[src/sample_disc_pkg.sv]
// ~~~~~~~~~~~~~~~~~~~~~~~~~~~~~~~~~~~~~~~~~~~~~~~~~~~~~~~~~~~~~~~~~~~~~~~~~
// widths and types shared by the sample discriminator stages
// samples are signed two's complement, delays count valid batches
// ~~~~~~~~~~~~~~~~~~~~~~~~~~~~~~~~~~~~~~~~~~~~~~~~~~~~~~~~~~~~~~~~~~~~~~~~~
`default_nettype none

package sample_disc_pkg;

  localparam int CHANNELS = 2;
  localparam int PARALLEL_SAMPLES = 4;
  localparam int SAMPLE_WIDTH = 16;
  localparam int MAX_DELAY = 16;
  // must be able to hold MAX_DELAY itself
  localparam int DELAY_WIDTH = $clog2(MAX_DELAY + 1);
  localparam int TIME_WIDTH = 24;
  localparam int INDEX_WIDTH = 8;

  typedef logic signed [SAMPLE_WIDTH-1:0] sample_t;
  typedef sample_t [PARALLEL_SAMPLES-1:0] batch_t;

  typedef struct packed {
    sample_t                low_threshold;
    sample_t                high_threshold;
    logic [DELAY_WIDTH-1:0] pre_delay;
    logic [DELAY_WIDTH-1:0] post_delay;
    logic                   bypass;
  } channel_cfg_t;

  // record handed from one pipeline stage to the next
  typedef struct packed {
    logic   valid;
    batch_t batch;
    logic   trigger;
  } disc_stage_t;

  typedef struct packed {
    logic [TIME_WIDTH-1:0]  batch_time;
    logic [INDEX_WIDTH-1:0] segment_index;
  } tstamp_t;

  typedef enum logic {
    IDLE,
    HOLD
  } window_state_t;

endpackage

`default_nettype wire

[src/hysteresis_detector.sv]
// ~~~~~~~~~~~~~~~~~~~~~~~~~~~~~~~~~~~~~~~~~~~~~~~~~~~~~~~~~~~~~~~~~~~~~~~~~
// arms above high_threshold, disarms when nothing exceeds low_threshold
// thresholds are compared signed and should satisfy low <= high
// ~~~~~~~~~~~~~~~~~~~~~~~~~~~~~~~~~~~~~~~~~~~~~~~~~~~~~~~~~~~~~~~~~~~~~~~~~
`timescale 1ns/1ps
`default_nettype none

module hysteresis_detector #(
  parameter int PARALLEL_SAMPLES = sample_disc_pkg::PARALLEL_SAMPLES
) (
  input  logic                         adc_clk,
  input  logic                         adc_reset,
  input  logic                         valid_i,
  input  sample_disc_pkg::batch_t      batch_i,
  input  sample_disc_pkg::sample_t     low_threshold_i,
  input  sample_disc_pkg::sample_t     high_threshold_i,
  output sample_disc_pkg::disc_stage_t stage_o
);
  import sample_disc_pkg::*;

  logic   above_low;
  logic   above_high;
  logic   valid_q;
  logic   level_q;
  batch_t batch_q;

  // any sample of the batch strictly above each threshold
  always_comb begin
    above_low = 1'b0;
    above_high = 1'b0;
    for (int s = 0; s < PARALLEL_SAMPLES; s++) begin
      above_low = above_low | (sample_t'(batch_i[s]) > low_threshold_i);
      above_high = above_high | (sample_t'(batch_i[s]) > high_threshold_i);
    end
  end

  always_ff @(posedge adc_clk) begin
    if (adc_reset) begin
      valid_q <= 1'b0;
      level_q <= 1'b0;
    end else begin
      valid_q <= valid_i;
      // high wins, otherwise hold while something stays above low
      if (valid_i) begin
        level_q <= above_high | (above_low & level_q);
      end
    end
  end

  always_ff @(posedge adc_clk) begin
    if (valid_i) begin
      batch_q <= batch_i;
    end
  end

  assign stage_o = '{valid: valid_q, batch: batch_q, trigger: level_q};

endmodule

`default_nettype wire

[src/pretrigger_delay_line.sv]
// ~~~~~~~~~~~~~~~~~~~~~~~~~~~~~~~~~~~~~~~~~~~~~~~~~~~~~~~~~~~~~~~~~~~~~~~~~
// holds batches back by pre_delay_i valid strobes, pre_delay_i <= MAX_DELAY
// empty after reset, so the first pre_delay_i strobes give no output
// ~~~~~~~~~~~~~~~~~~~~~~~~~~~~~~~~~~~~~~~~~~~~~~~~~~~~~~~~~~~~~~~~~~~~~~~~~
`timescale 1ns/1ps
`default_nettype none

module pretrigger_delay_line #(
  parameter int MAX_DELAY = sample_disc_pkg::MAX_DELAY
) (
  input  logic                                    adc_clk,
  input  logic                                    adc_reset,
  input  logic [sample_disc_pkg::DELAY_WIDTH-1:0] pre_delay_i,
  input  sample_disc_pkg::disc_stage_t            stage_i,
  output sample_disc_pkg::disc_stage_t            stage_o
);
  import sample_disc_pkg::*;

  localparam int SEL_WIDTH = (MAX_DELAY > 1) ? $clog2(MAX_DELAY) : 1;

  // slot m holds the batch from m+1 strobes back, the input is tap 0
  logic [MAX_DELAY-1:0] occupied_q;
  batch_t               slot_batch_q [MAX_DELAY];
  logic [SEL_WIDTH-1:0] sel;
  logic                 tap_valid;
  batch_t               tap_batch;
  logic                 out_valid_q;
  batch_t               out_batch_q;
  logic                 out_trigger_q;

  assign sel = SEL_WIDTH'(pre_delay_i - 1'b1);

  always_comb begin
    if (pre_delay_i == '0) begin
      tap_valid = 1'b1;
      tap_batch = stage_i.batch;
    end else begin
      tap_valid = occupied_q[sel];
      tap_batch = slot_batch_q[sel];
    end
  end

  always_ff @(posedge adc_clk) begin
    if (adc_reset) begin
      occupied_q <= '0;
      out_valid_q <= 1'b0;
    end else begin
      out_valid_q <= stage_i.valid & tap_valid;
      if (stage_i.valid) begin
        occupied_q[0] <= 1'b1;
        for (int m = 1; m < MAX_DELAY; m++) begin
          occupied_q[m] <= occupied_q[m-1];
        end
      end
    end
  end

  always_ff @(posedge adc_clk) begin
    if (stage_i.valid) begin
      slot_batch_q[0] <= stage_i.batch;
      for (int m = 1; m < MAX_DELAY; m++) begin
        slot_batch_q[m] <= slot_batch_q[m-1];
      end
      out_batch_q <= tap_batch;
      // undelayed trigger so it can reach back over the held batches
      out_trigger_q <= stage_i.trigger;
    end
  end

  assign stage_o = '{valid: out_valid_q, batch: out_batch_q, trigger: out_trigger_q};

endmodule

`default_nettype wire

[src/capture_window.sv]
// ~~~~~~~~~~~~~~~~~~~~~~~~~~~~~~~~~~~~~~~~~~~~~~~~~~~~~~~~~~~~~~~~~~~~~~~~~
// marks delayed batches as kept, output trigger field means keep
// a trigger keeps pre_delay + post_delay further batches, bypass keeps all
// ~~~~~~~~~~~~~~~~~~~~~~~~~~~~~~~~~~~~~~~~~~~~~~~~~~~~~~~~~~~~~~~~~~~~~~~~~
`timescale 1ns/1ps
`default_nettype none

module capture_window (
  input  logic                                    adc_clk,
  input  logic                                    adc_reset,
  input  logic [sample_disc_pkg::DELAY_WIDTH-1:0] pre_delay_i,
  input  logic [sample_disc_pkg::DELAY_WIDTH-1:0] post_delay_i,
  input  logic                                    bypass_i,
  input  sample_disc_pkg::disc_stage_t            stage_i,
  output sample_disc_pkg::disc_stage_t            stage_o
);
  import sample_disc_pkg::*;

  window_state_t          state_q;
  logic [DELAY_WIDTH:0]   count_q;
  logic [DELAY_WIDTH:0]   span;
  logic                   keep;

  assign span = {1'b0, pre_delay_i} + {1'b0, post_delay_i};
  assign keep = stage_i.valid & (bypass_i | stage_i.trigger | (state_q == HOLD));

  assign stage_o = '{valid: stage_i.valid, batch: stage_i.batch, trigger: keep};

  always_ff @(posedge adc_clk) begin
    if (adc_reset) begin
      state_q <= IDLE;
      count_q <= '0;
    end else if (stage_i.valid) begin
      if (stage_i.trigger) begin
        // a new trigger restarts the window, so close windows merge
        count_q <= span;
        state_q <= (span != '0) ? HOLD : IDLE;
      end else if (state_q == HOLD) begin
        count_q <= count_q - 1'b1;
        if (count_q == 1) begin
          state_q <= IDLE;
        end
      end
    end
  end

endmodule

`default_nettype wire

[src/timestamp_tagger.sv]
// ~~~~~~~~~~~~~~~~~~~~~~~~~~~~~~~~~~~~~~~~~~~~~~~~~~~~~~~~~~~~~~~~~~~~~~~~~
// batch time and segment index count from reset and wrap at their widths
// no timestamps are produced while bypass_i is set
// ~~~~~~~~~~~~~~~~~~~~~~~~~~~~~~~~~~~~~~~~~~~~~~~~~~~~~~~~~~~~~~~~~~~~~~~~~
`timescale 1ns/1ps
`default_nettype none

module timestamp_tagger (
  input  logic                         adc_clk,
  input  logic                         adc_reset,
  input  logic                         bypass_i,
  input  sample_disc_pkg::disc_stage_t stage_i,
  output logic                         samples_valid_o,
  output sample_disc_pkg::batch_t      samples_o,
  output logic                         tstamp_valid_o,
  output sample_disc_pkg::tstamp_t     tstamp_o
);
  import sample_disc_pkg::*;

  logic [TIME_WIDTH-1:0]  time_q;
  logic [INDEX_WIDTH-1:0] index_q;
  logic                   prev_kept_q;
  logic                   kept;
  logic                   seg_start;

  assign kept = stage_i.valid & stage_i.trigger;
  // first kept batch after a dropped one (or after reset)
  assign seg_start = kept & ~prev_kept_q & ~bypass_i;

  always_ff @(posedge adc_clk) begin
    if (adc_reset) begin
      time_q <= '0;
      index_q <= '0;
      prev_kept_q <= 1'b0;
      samples_valid_o <= 1'b0;
      tstamp_valid_o <= 1'b0;
    end else begin
      samples_valid_o <= kept;
      tstamp_valid_o <= seg_start;
      if (stage_i.valid) begin
        time_q <= time_q + 1'b1;
        prev_kept_q <= stage_i.trigger;
        if (stage_i.trigger) begin
          index_q <= index_q + 1'b1;
        end
      end
    end
  end

  // counters are sampled before this batch is counted
  always_ff @(posedge adc_clk) begin
    if (kept) begin
      samples_o <= stage_i.batch;
    end
    if (seg_start) begin
      tstamp_o <= '{batch_time: time_q, segment_index: index_q};
    end
  end

endmodule

`default_nettype wire

[src/discriminator_channel.sv]
// ~~~~~~~~~~~~~~~~~~~~~~~~~~~~~~~~~~~~~~~~~~~~~~~~~~~~~~~~~~~~~~~~~~~~~~~~~
// one channel: detector, delay line, capture window, tagger
// cfg_i is static after reset, a pre_delay above MAX_DELAY is clamped
// triggers of the first pre_delay batches after reset are not counted
// ~~~~~~~~~~~~~~~~~~~~~~~~~~~~~~~~~~~~~~~~~~~~~~~~~~~~~~~~~~~~~~~~~~~~~~~~~
`timescale 1ns/1ps
`default_nettype none

module discriminator_channel #(
  parameter int MAX_DELAY = sample_disc_pkg::MAX_DELAY,
  parameter int PARALLEL_SAMPLES = sample_disc_pkg::PARALLEL_SAMPLES
) (
  input  logic                          adc_clk,
  input  logic                          adc_reset,
  input  logic                          valid_i,
  input  sample_disc_pkg::batch_t       batch_i,
  input  sample_disc_pkg::channel_cfg_t cfg_i,
  output logic                          samples_valid_o,
  output sample_disc_pkg::batch_t       samples_o,
  output logic                          tstamp_valid_o,
  output sample_disc_pkg::tstamp_t      tstamp_o
);
  import sample_disc_pkg::*;

  disc_stage_t            detect_stage;
  disc_stage_t            delay_stage;
  disc_stage_t            window_stage;
  logic [DELAY_WIDTH-1:0] pre_delay;

  // the delay line has no tap past MAX_DELAY
  assign pre_delay = (cfg_i.pre_delay > DELAY_WIDTH'(MAX_DELAY))
                   ? DELAY_WIDTH'(MAX_DELAY) : cfg_i.pre_delay;

  hysteresis_detector #(
    .PARALLEL_SAMPLES(PARALLEL_SAMPLES)
  ) hysteresis_detector_inst (
    .adc_clk(adc_clk),
    .adc_reset(adc_reset),
    .valid_i(valid_i),
    .batch_i(batch_i),
    .low_threshold_i(cfg_i.low_threshold),
    .high_threshold_i(cfg_i.high_threshold),
    .stage_o(detect_stage)
  );

  pretrigger_delay_line #(
    .MAX_DELAY(MAX_DELAY)
  ) pretrigger_delay_line_inst (
    .adc_clk(adc_clk),
    .adc_reset(adc_reset),
    .pre_delay_i(pre_delay),
    .stage_i(detect_stage),
    .stage_o(delay_stage)
  );

  capture_window capture_window_inst (
    .adc_clk(adc_clk),
    .adc_reset(adc_reset),
    .pre_delay_i(pre_delay),
    .post_delay_i(cfg_i.post_delay),
    .bypass_i(cfg_i.bypass),
    .stage_i(delay_stage),
    .stage_o(window_stage)
  );

  timestamp_tagger timestamp_tagger_inst (
    .adc_clk(adc_clk),
    .adc_reset(adc_reset),
    .bypass_i(cfg_i.bypass),
    .stage_i(window_stage),
    .samples_valid_o(samples_valid_o),
    .samples_o(samples_o),
    .tstamp_valid_o(tstamp_valid_o),
    .tstamp_o(tstamp_o)
  );

endmodule

`default_nettype wire

[src/sample_discriminator_top.sv]
// ~~~~~~~~~~~~~~~~~~~~~~~~~~~~~~~~~~~~~~~~~~~~~~~~~~~~~~~~~~~~~~~~~~~~~~~~~
// independent discriminator per ADC channel, no back-pressure on outputs
// cfg_i is sampled during adc_reset and must stay steady afterwards
// ~~~~~~~~~~~~~~~~~~~~~~~~~~~~~~~~~~~~~~~~~~~~~~~~~~~~~~~~~~~~~~~~~~~~~~~~~
`timescale 1ns/1ps
`default_nettype none

module sample_discriminator_top #(
  parameter int CHANNELS = sample_disc_pkg::CHANNELS,
  parameter int MAX_DELAY = sample_disc_pkg::MAX_DELAY,
  parameter int PARALLEL_SAMPLES = sample_disc_pkg::PARALLEL_SAMPLES
) (
  input  logic                                         adc_clk,
  input  logic                                         adc_reset,
  input  logic [CHANNELS-1:0]                          adc_valid_i,
  input  sample_disc_pkg::batch_t [CHANNELS-1:0]       adc_batch_i,
  input  sample_disc_pkg::channel_cfg_t [CHANNELS-1:0] cfg_i,
  output logic [CHANNELS-1:0]                          samples_valid_o,
  output sample_disc_pkg::batch_t [CHANNELS-1:0]       samples_o,
  output logic [CHANNELS-1:0]                          tstamp_valid_o,
  output sample_disc_pkg::tstamp_t [CHANNELS-1:0]      tstamp_o
);

  // every channel triggers on its own data only
  for (genvar c = 0; c < CHANNELS; c++) begin : g_channel
    discriminator_channel #(
      .MAX_DELAY(MAX_DELAY),
      .PARALLEL_SAMPLES(PARALLEL_SAMPLES)
    ) discriminator_channel_inst (
      .adc_clk(adc_clk),
      .adc_reset(adc_reset),
      .valid_i(adc_valid_i[c]),
      .batch_i(adc_batch_i[c]),
      .cfg_i(cfg_i[c]),
      .samples_valid_o(samples_valid_o[c]),
      .samples_o(samples_o[c]),
      .tstamp_valid_o(tstamp_valid_o[c]),
      .tstamp_o(tstamp_o[c])
    );
  end

endmodule

`default_nettype wire

[config.mk]
export PLATFORM = sky130hd
export DESIGN_NAME = sample_discriminator_top
export DESIGN_NICKNAME = d
export VERILOG_FILES = /design/src/sample_disc_pkg.sv /design/src/hysteresis_detector.sv /design/src/pretrigger_delay_line.sv /design/src/capture_window.sv /design/src/timestamp_tagger.sv /design/src/discriminator_channel.sv /design/src/sample_discriminator_top.sv
export SDC_FILE = /design/constraint.sdc
export NUM_CORES = 2
export LEC_CHECK = 0
export ABC_AREA = 1
export BUFFER_PORTS_ARGS = -buffer_cell sky130_fd_sc_hd__buf_2
export CAP_MARGIN = 20
export CORE_MARGIN = 2
export CORE_UTILIZATION = 30
export DETAILED_ROUTE_END_ITERATION = 12
export GPL_TIMING_DRIVEN = 0
export PLACE_DENSITY = 0.57
export SYNTH_ARGS = -nofsm -noshare
export SYNTH_HDL_FRONTEND = slang
export SYNTH_SLANG_ARGS = --single-unit
[constraint.sdc]
create_clock -name adc_clk -period 30.2 [get_ports adc_clk]
set_input_delay 1.51 -clock adc_clk [delete_from_list [all_inputs] [get_ports adc_clk]]
set_output_delay 1.51 -clock adc_clk [all_outputs]
set_load 0.01 [all_outputs]
==> metrics.cfg <==
[layout]
utilization=0.354
regArea_um2=77500
nets=10100
fillers=35400
multi_input_area_um2=25500
layout-drive-gt1-share=0.112
area_delta_synth_final_pct=17.3

[power]
power-per-cell-area_nw_per_um2=67.3
p_leak_nw=47.0
total_power_mw=8.57
peakVddDrop_uv=47.0

[cts]
postCtsHoldBufs=0
clockBufferDepth=4
numCtsBuffers=291
post_cts_resized=0
cts_setup_buffers=0
clk_latency_ns=0.94
cts_root_buffer=clkbuf_16
cts_tree=built
clk_pin_slew_ns=0.06
cts_sinks=2620
htreeDepth=5

[floorplan]
die_width_um=605
start_util=0.302
io_pins=414
fp-row-count=220
core_region_area_um2=359000
dieArea_um2=366000
die_h_um=605

[yosys]
yosysTopAreaCellShare=0.691
yosys-top-cells-area=edfxtp_1 69%, o21ai_0 3.6%, nand2_1 3.5%, ha_1 3.2%, inv_1 3.2%
yosysTopAreaCell=edfxtp_1
ys_warn_count=0
syn_avg_cell_area_um2=12.3
yosysMostFrequentCell=edfxtp_1
syn_area_um2=108000
synth_commonest_cells=2498 x edfxtp_1, 1016 x nand2_1, 920 x inv_1
syn_inst=8821
synth.distinct_cells=46
async_flop_share=0
synth_seq_cells=2620
synth-edff-count=2498
synth_nets=9317
yosysSeqAreaShare=0.714
synth_flop_cell=edfxtp_1

[run]
cap_viol_max_count=0

[timing]
whs_ns=0.373
tns_ns=0
clock_skew_ns=0.0771
finalSetupViolCount=0
slew-limit-headroom=0.225
fmax_ghz=0.175
tightest_slew_ns=1.16
final_max_slew_viol_count=0
finalCriticalPeriod_ns=5.72
hold_viol=0
fin_crit_sh=0.189
rsz0062_at_grt=no

[routing]
vias=70500
drt_wl_total_um=306000
drt-initial-drc-count=7863
post_drt_wl_per_cell_um=21.0
firstDrtPassIters=5
final_antenna_net_count=0
drc=0
via_per_inst=4.83

[global_routing]
grt_pass1_vias=67600
grt_pass1_wl_um=446000
grt_antenna_before_repair=55
grt_start_max_net_pins=75
grt_usage=0.162
globalRouteOverflowTotal=0

[min_path]
hold_path_class=flip-flop to flip-flop

[placement]
hpwl_um=220000
routabilityCongestion=0.832
numPortBuffers=412

[worst_setup_path]
timing_worst_setup_path_type=primary input to flip-flop
cp-start-kind=primary input
cp.required_ns=30.76
critPathCaptureType=flip-flop
cp_max_fo=10
cp.arrival_ns=6.27

[outcome]
status=completed

## worst paths after layout
check / startpoint / end / slack, ns / cells after the start
setup / recovery: cfg_i[49] / flip-flop / 24.48 / 19
hold / removal: flip-flop / flip-flop / 0.37 / 0
setup reg to reg: flip-flop / flip-flop / 27.08 / 6
hold reg to reg: flip-flop / flip-flop / 0.37 / 0
## per-stage QoR
step,std cells,setup slack [ns],instance area [µm²]
2_1_floorplan,8821,1.84,108000
3_3_place_gp,14000,-13.27,117000
3_5_place_dp,14100,23.65,118000
4_1_cts,14600,24.61,127000
5_1_grt,14600,24.40,127000
6_report,14600,24.48,127000
## critical path, cell delays in order
cell	delay, ns
buf_2	0.13
inv_2	0.04
nand3_2	0.08
nand2_2	0.08
nand2_4	0.17
buf_2	0.51
clkbuf_1	0.46
ha_1	0.39
inv_1	0.19
buf_2	0.55
buf_2	0.51
buf_1	0.68
a21oi_1	0.08
o21ai_0	0.13
o211ai_1	0.12
nand3_1	0.10
nand2_1	0.06
nand2_1	0.10
nand2_1	0.32
## power breakdown
| part | switching [mW] | internal, mW |
|---|---|---|
| clock | 1.49 | 2.01 |
| combinational | 0.604 | 0.238 |
| sequential | 0.0727 | 4.15 |
## metal layers
metal  GRT usage  part of all wire  vias to the layer above
li1            -                 -                    33300
met1       0.227              0.44                    34300
met2       0.256              0.46                     2434
met3      0.0257             0.072                      446
met4      0.0509             0.029                       14
met5           0           0.00022                        -
## cells by family (layout without fill, tap and decap cells)
kind of cell | Yosys count | after routing | synth area share
AO/OA/AOI/OAI | 2222 | 2222 | 0.114
XOR/XNOR | 13 | 13 | 0.00119
adder cells (fa/ha/maj) | 278 | 278 | 0.0322
buffers and inverters | 1412 | 2400 | 0.0515
flip-flops | 2620 | 2620 | 0.714
other | 0 | 21 | 0
AND/OR/NAND/NOR | 2276 | 2276 | 0.0869
## layout by cell type (no fill, tap or decap), drive strengths merged, types with 4 or more instances in the layout
master / instances
diode: 21
inv: 938
a21oi: 642
nand2: 1021
and3: 4
bufinv: 22
ha: 276
nor3: 35
a21o: 6
o21bai: 16
o211ai: 453
xnor2: 5
nor4: 12
o21ai: 1073
nand4: 24
o21a: 15
edfxtp: 2498
clkbuf: 605
dfxtp: 122
xor2: 8
a31oi: 8
nor2: 626
clkinv: 121
a211oi: 4
buf: 709
clkinvlp: 5
nand3: 549
## final cells by class
type                    instances  area share
repair buffers                471      0.0271
clock buffers                 363      0.0605
well taps                    4773      0.0469
flip-flops and latches       2620       0.608
plain buffers                 480      0.0164
multi-input cells            4789       0.200
clock inverters               154      0.0127
inverters                     932      0.0275
diodes                         21    0.000413
(Power assumes the default switching activity.)
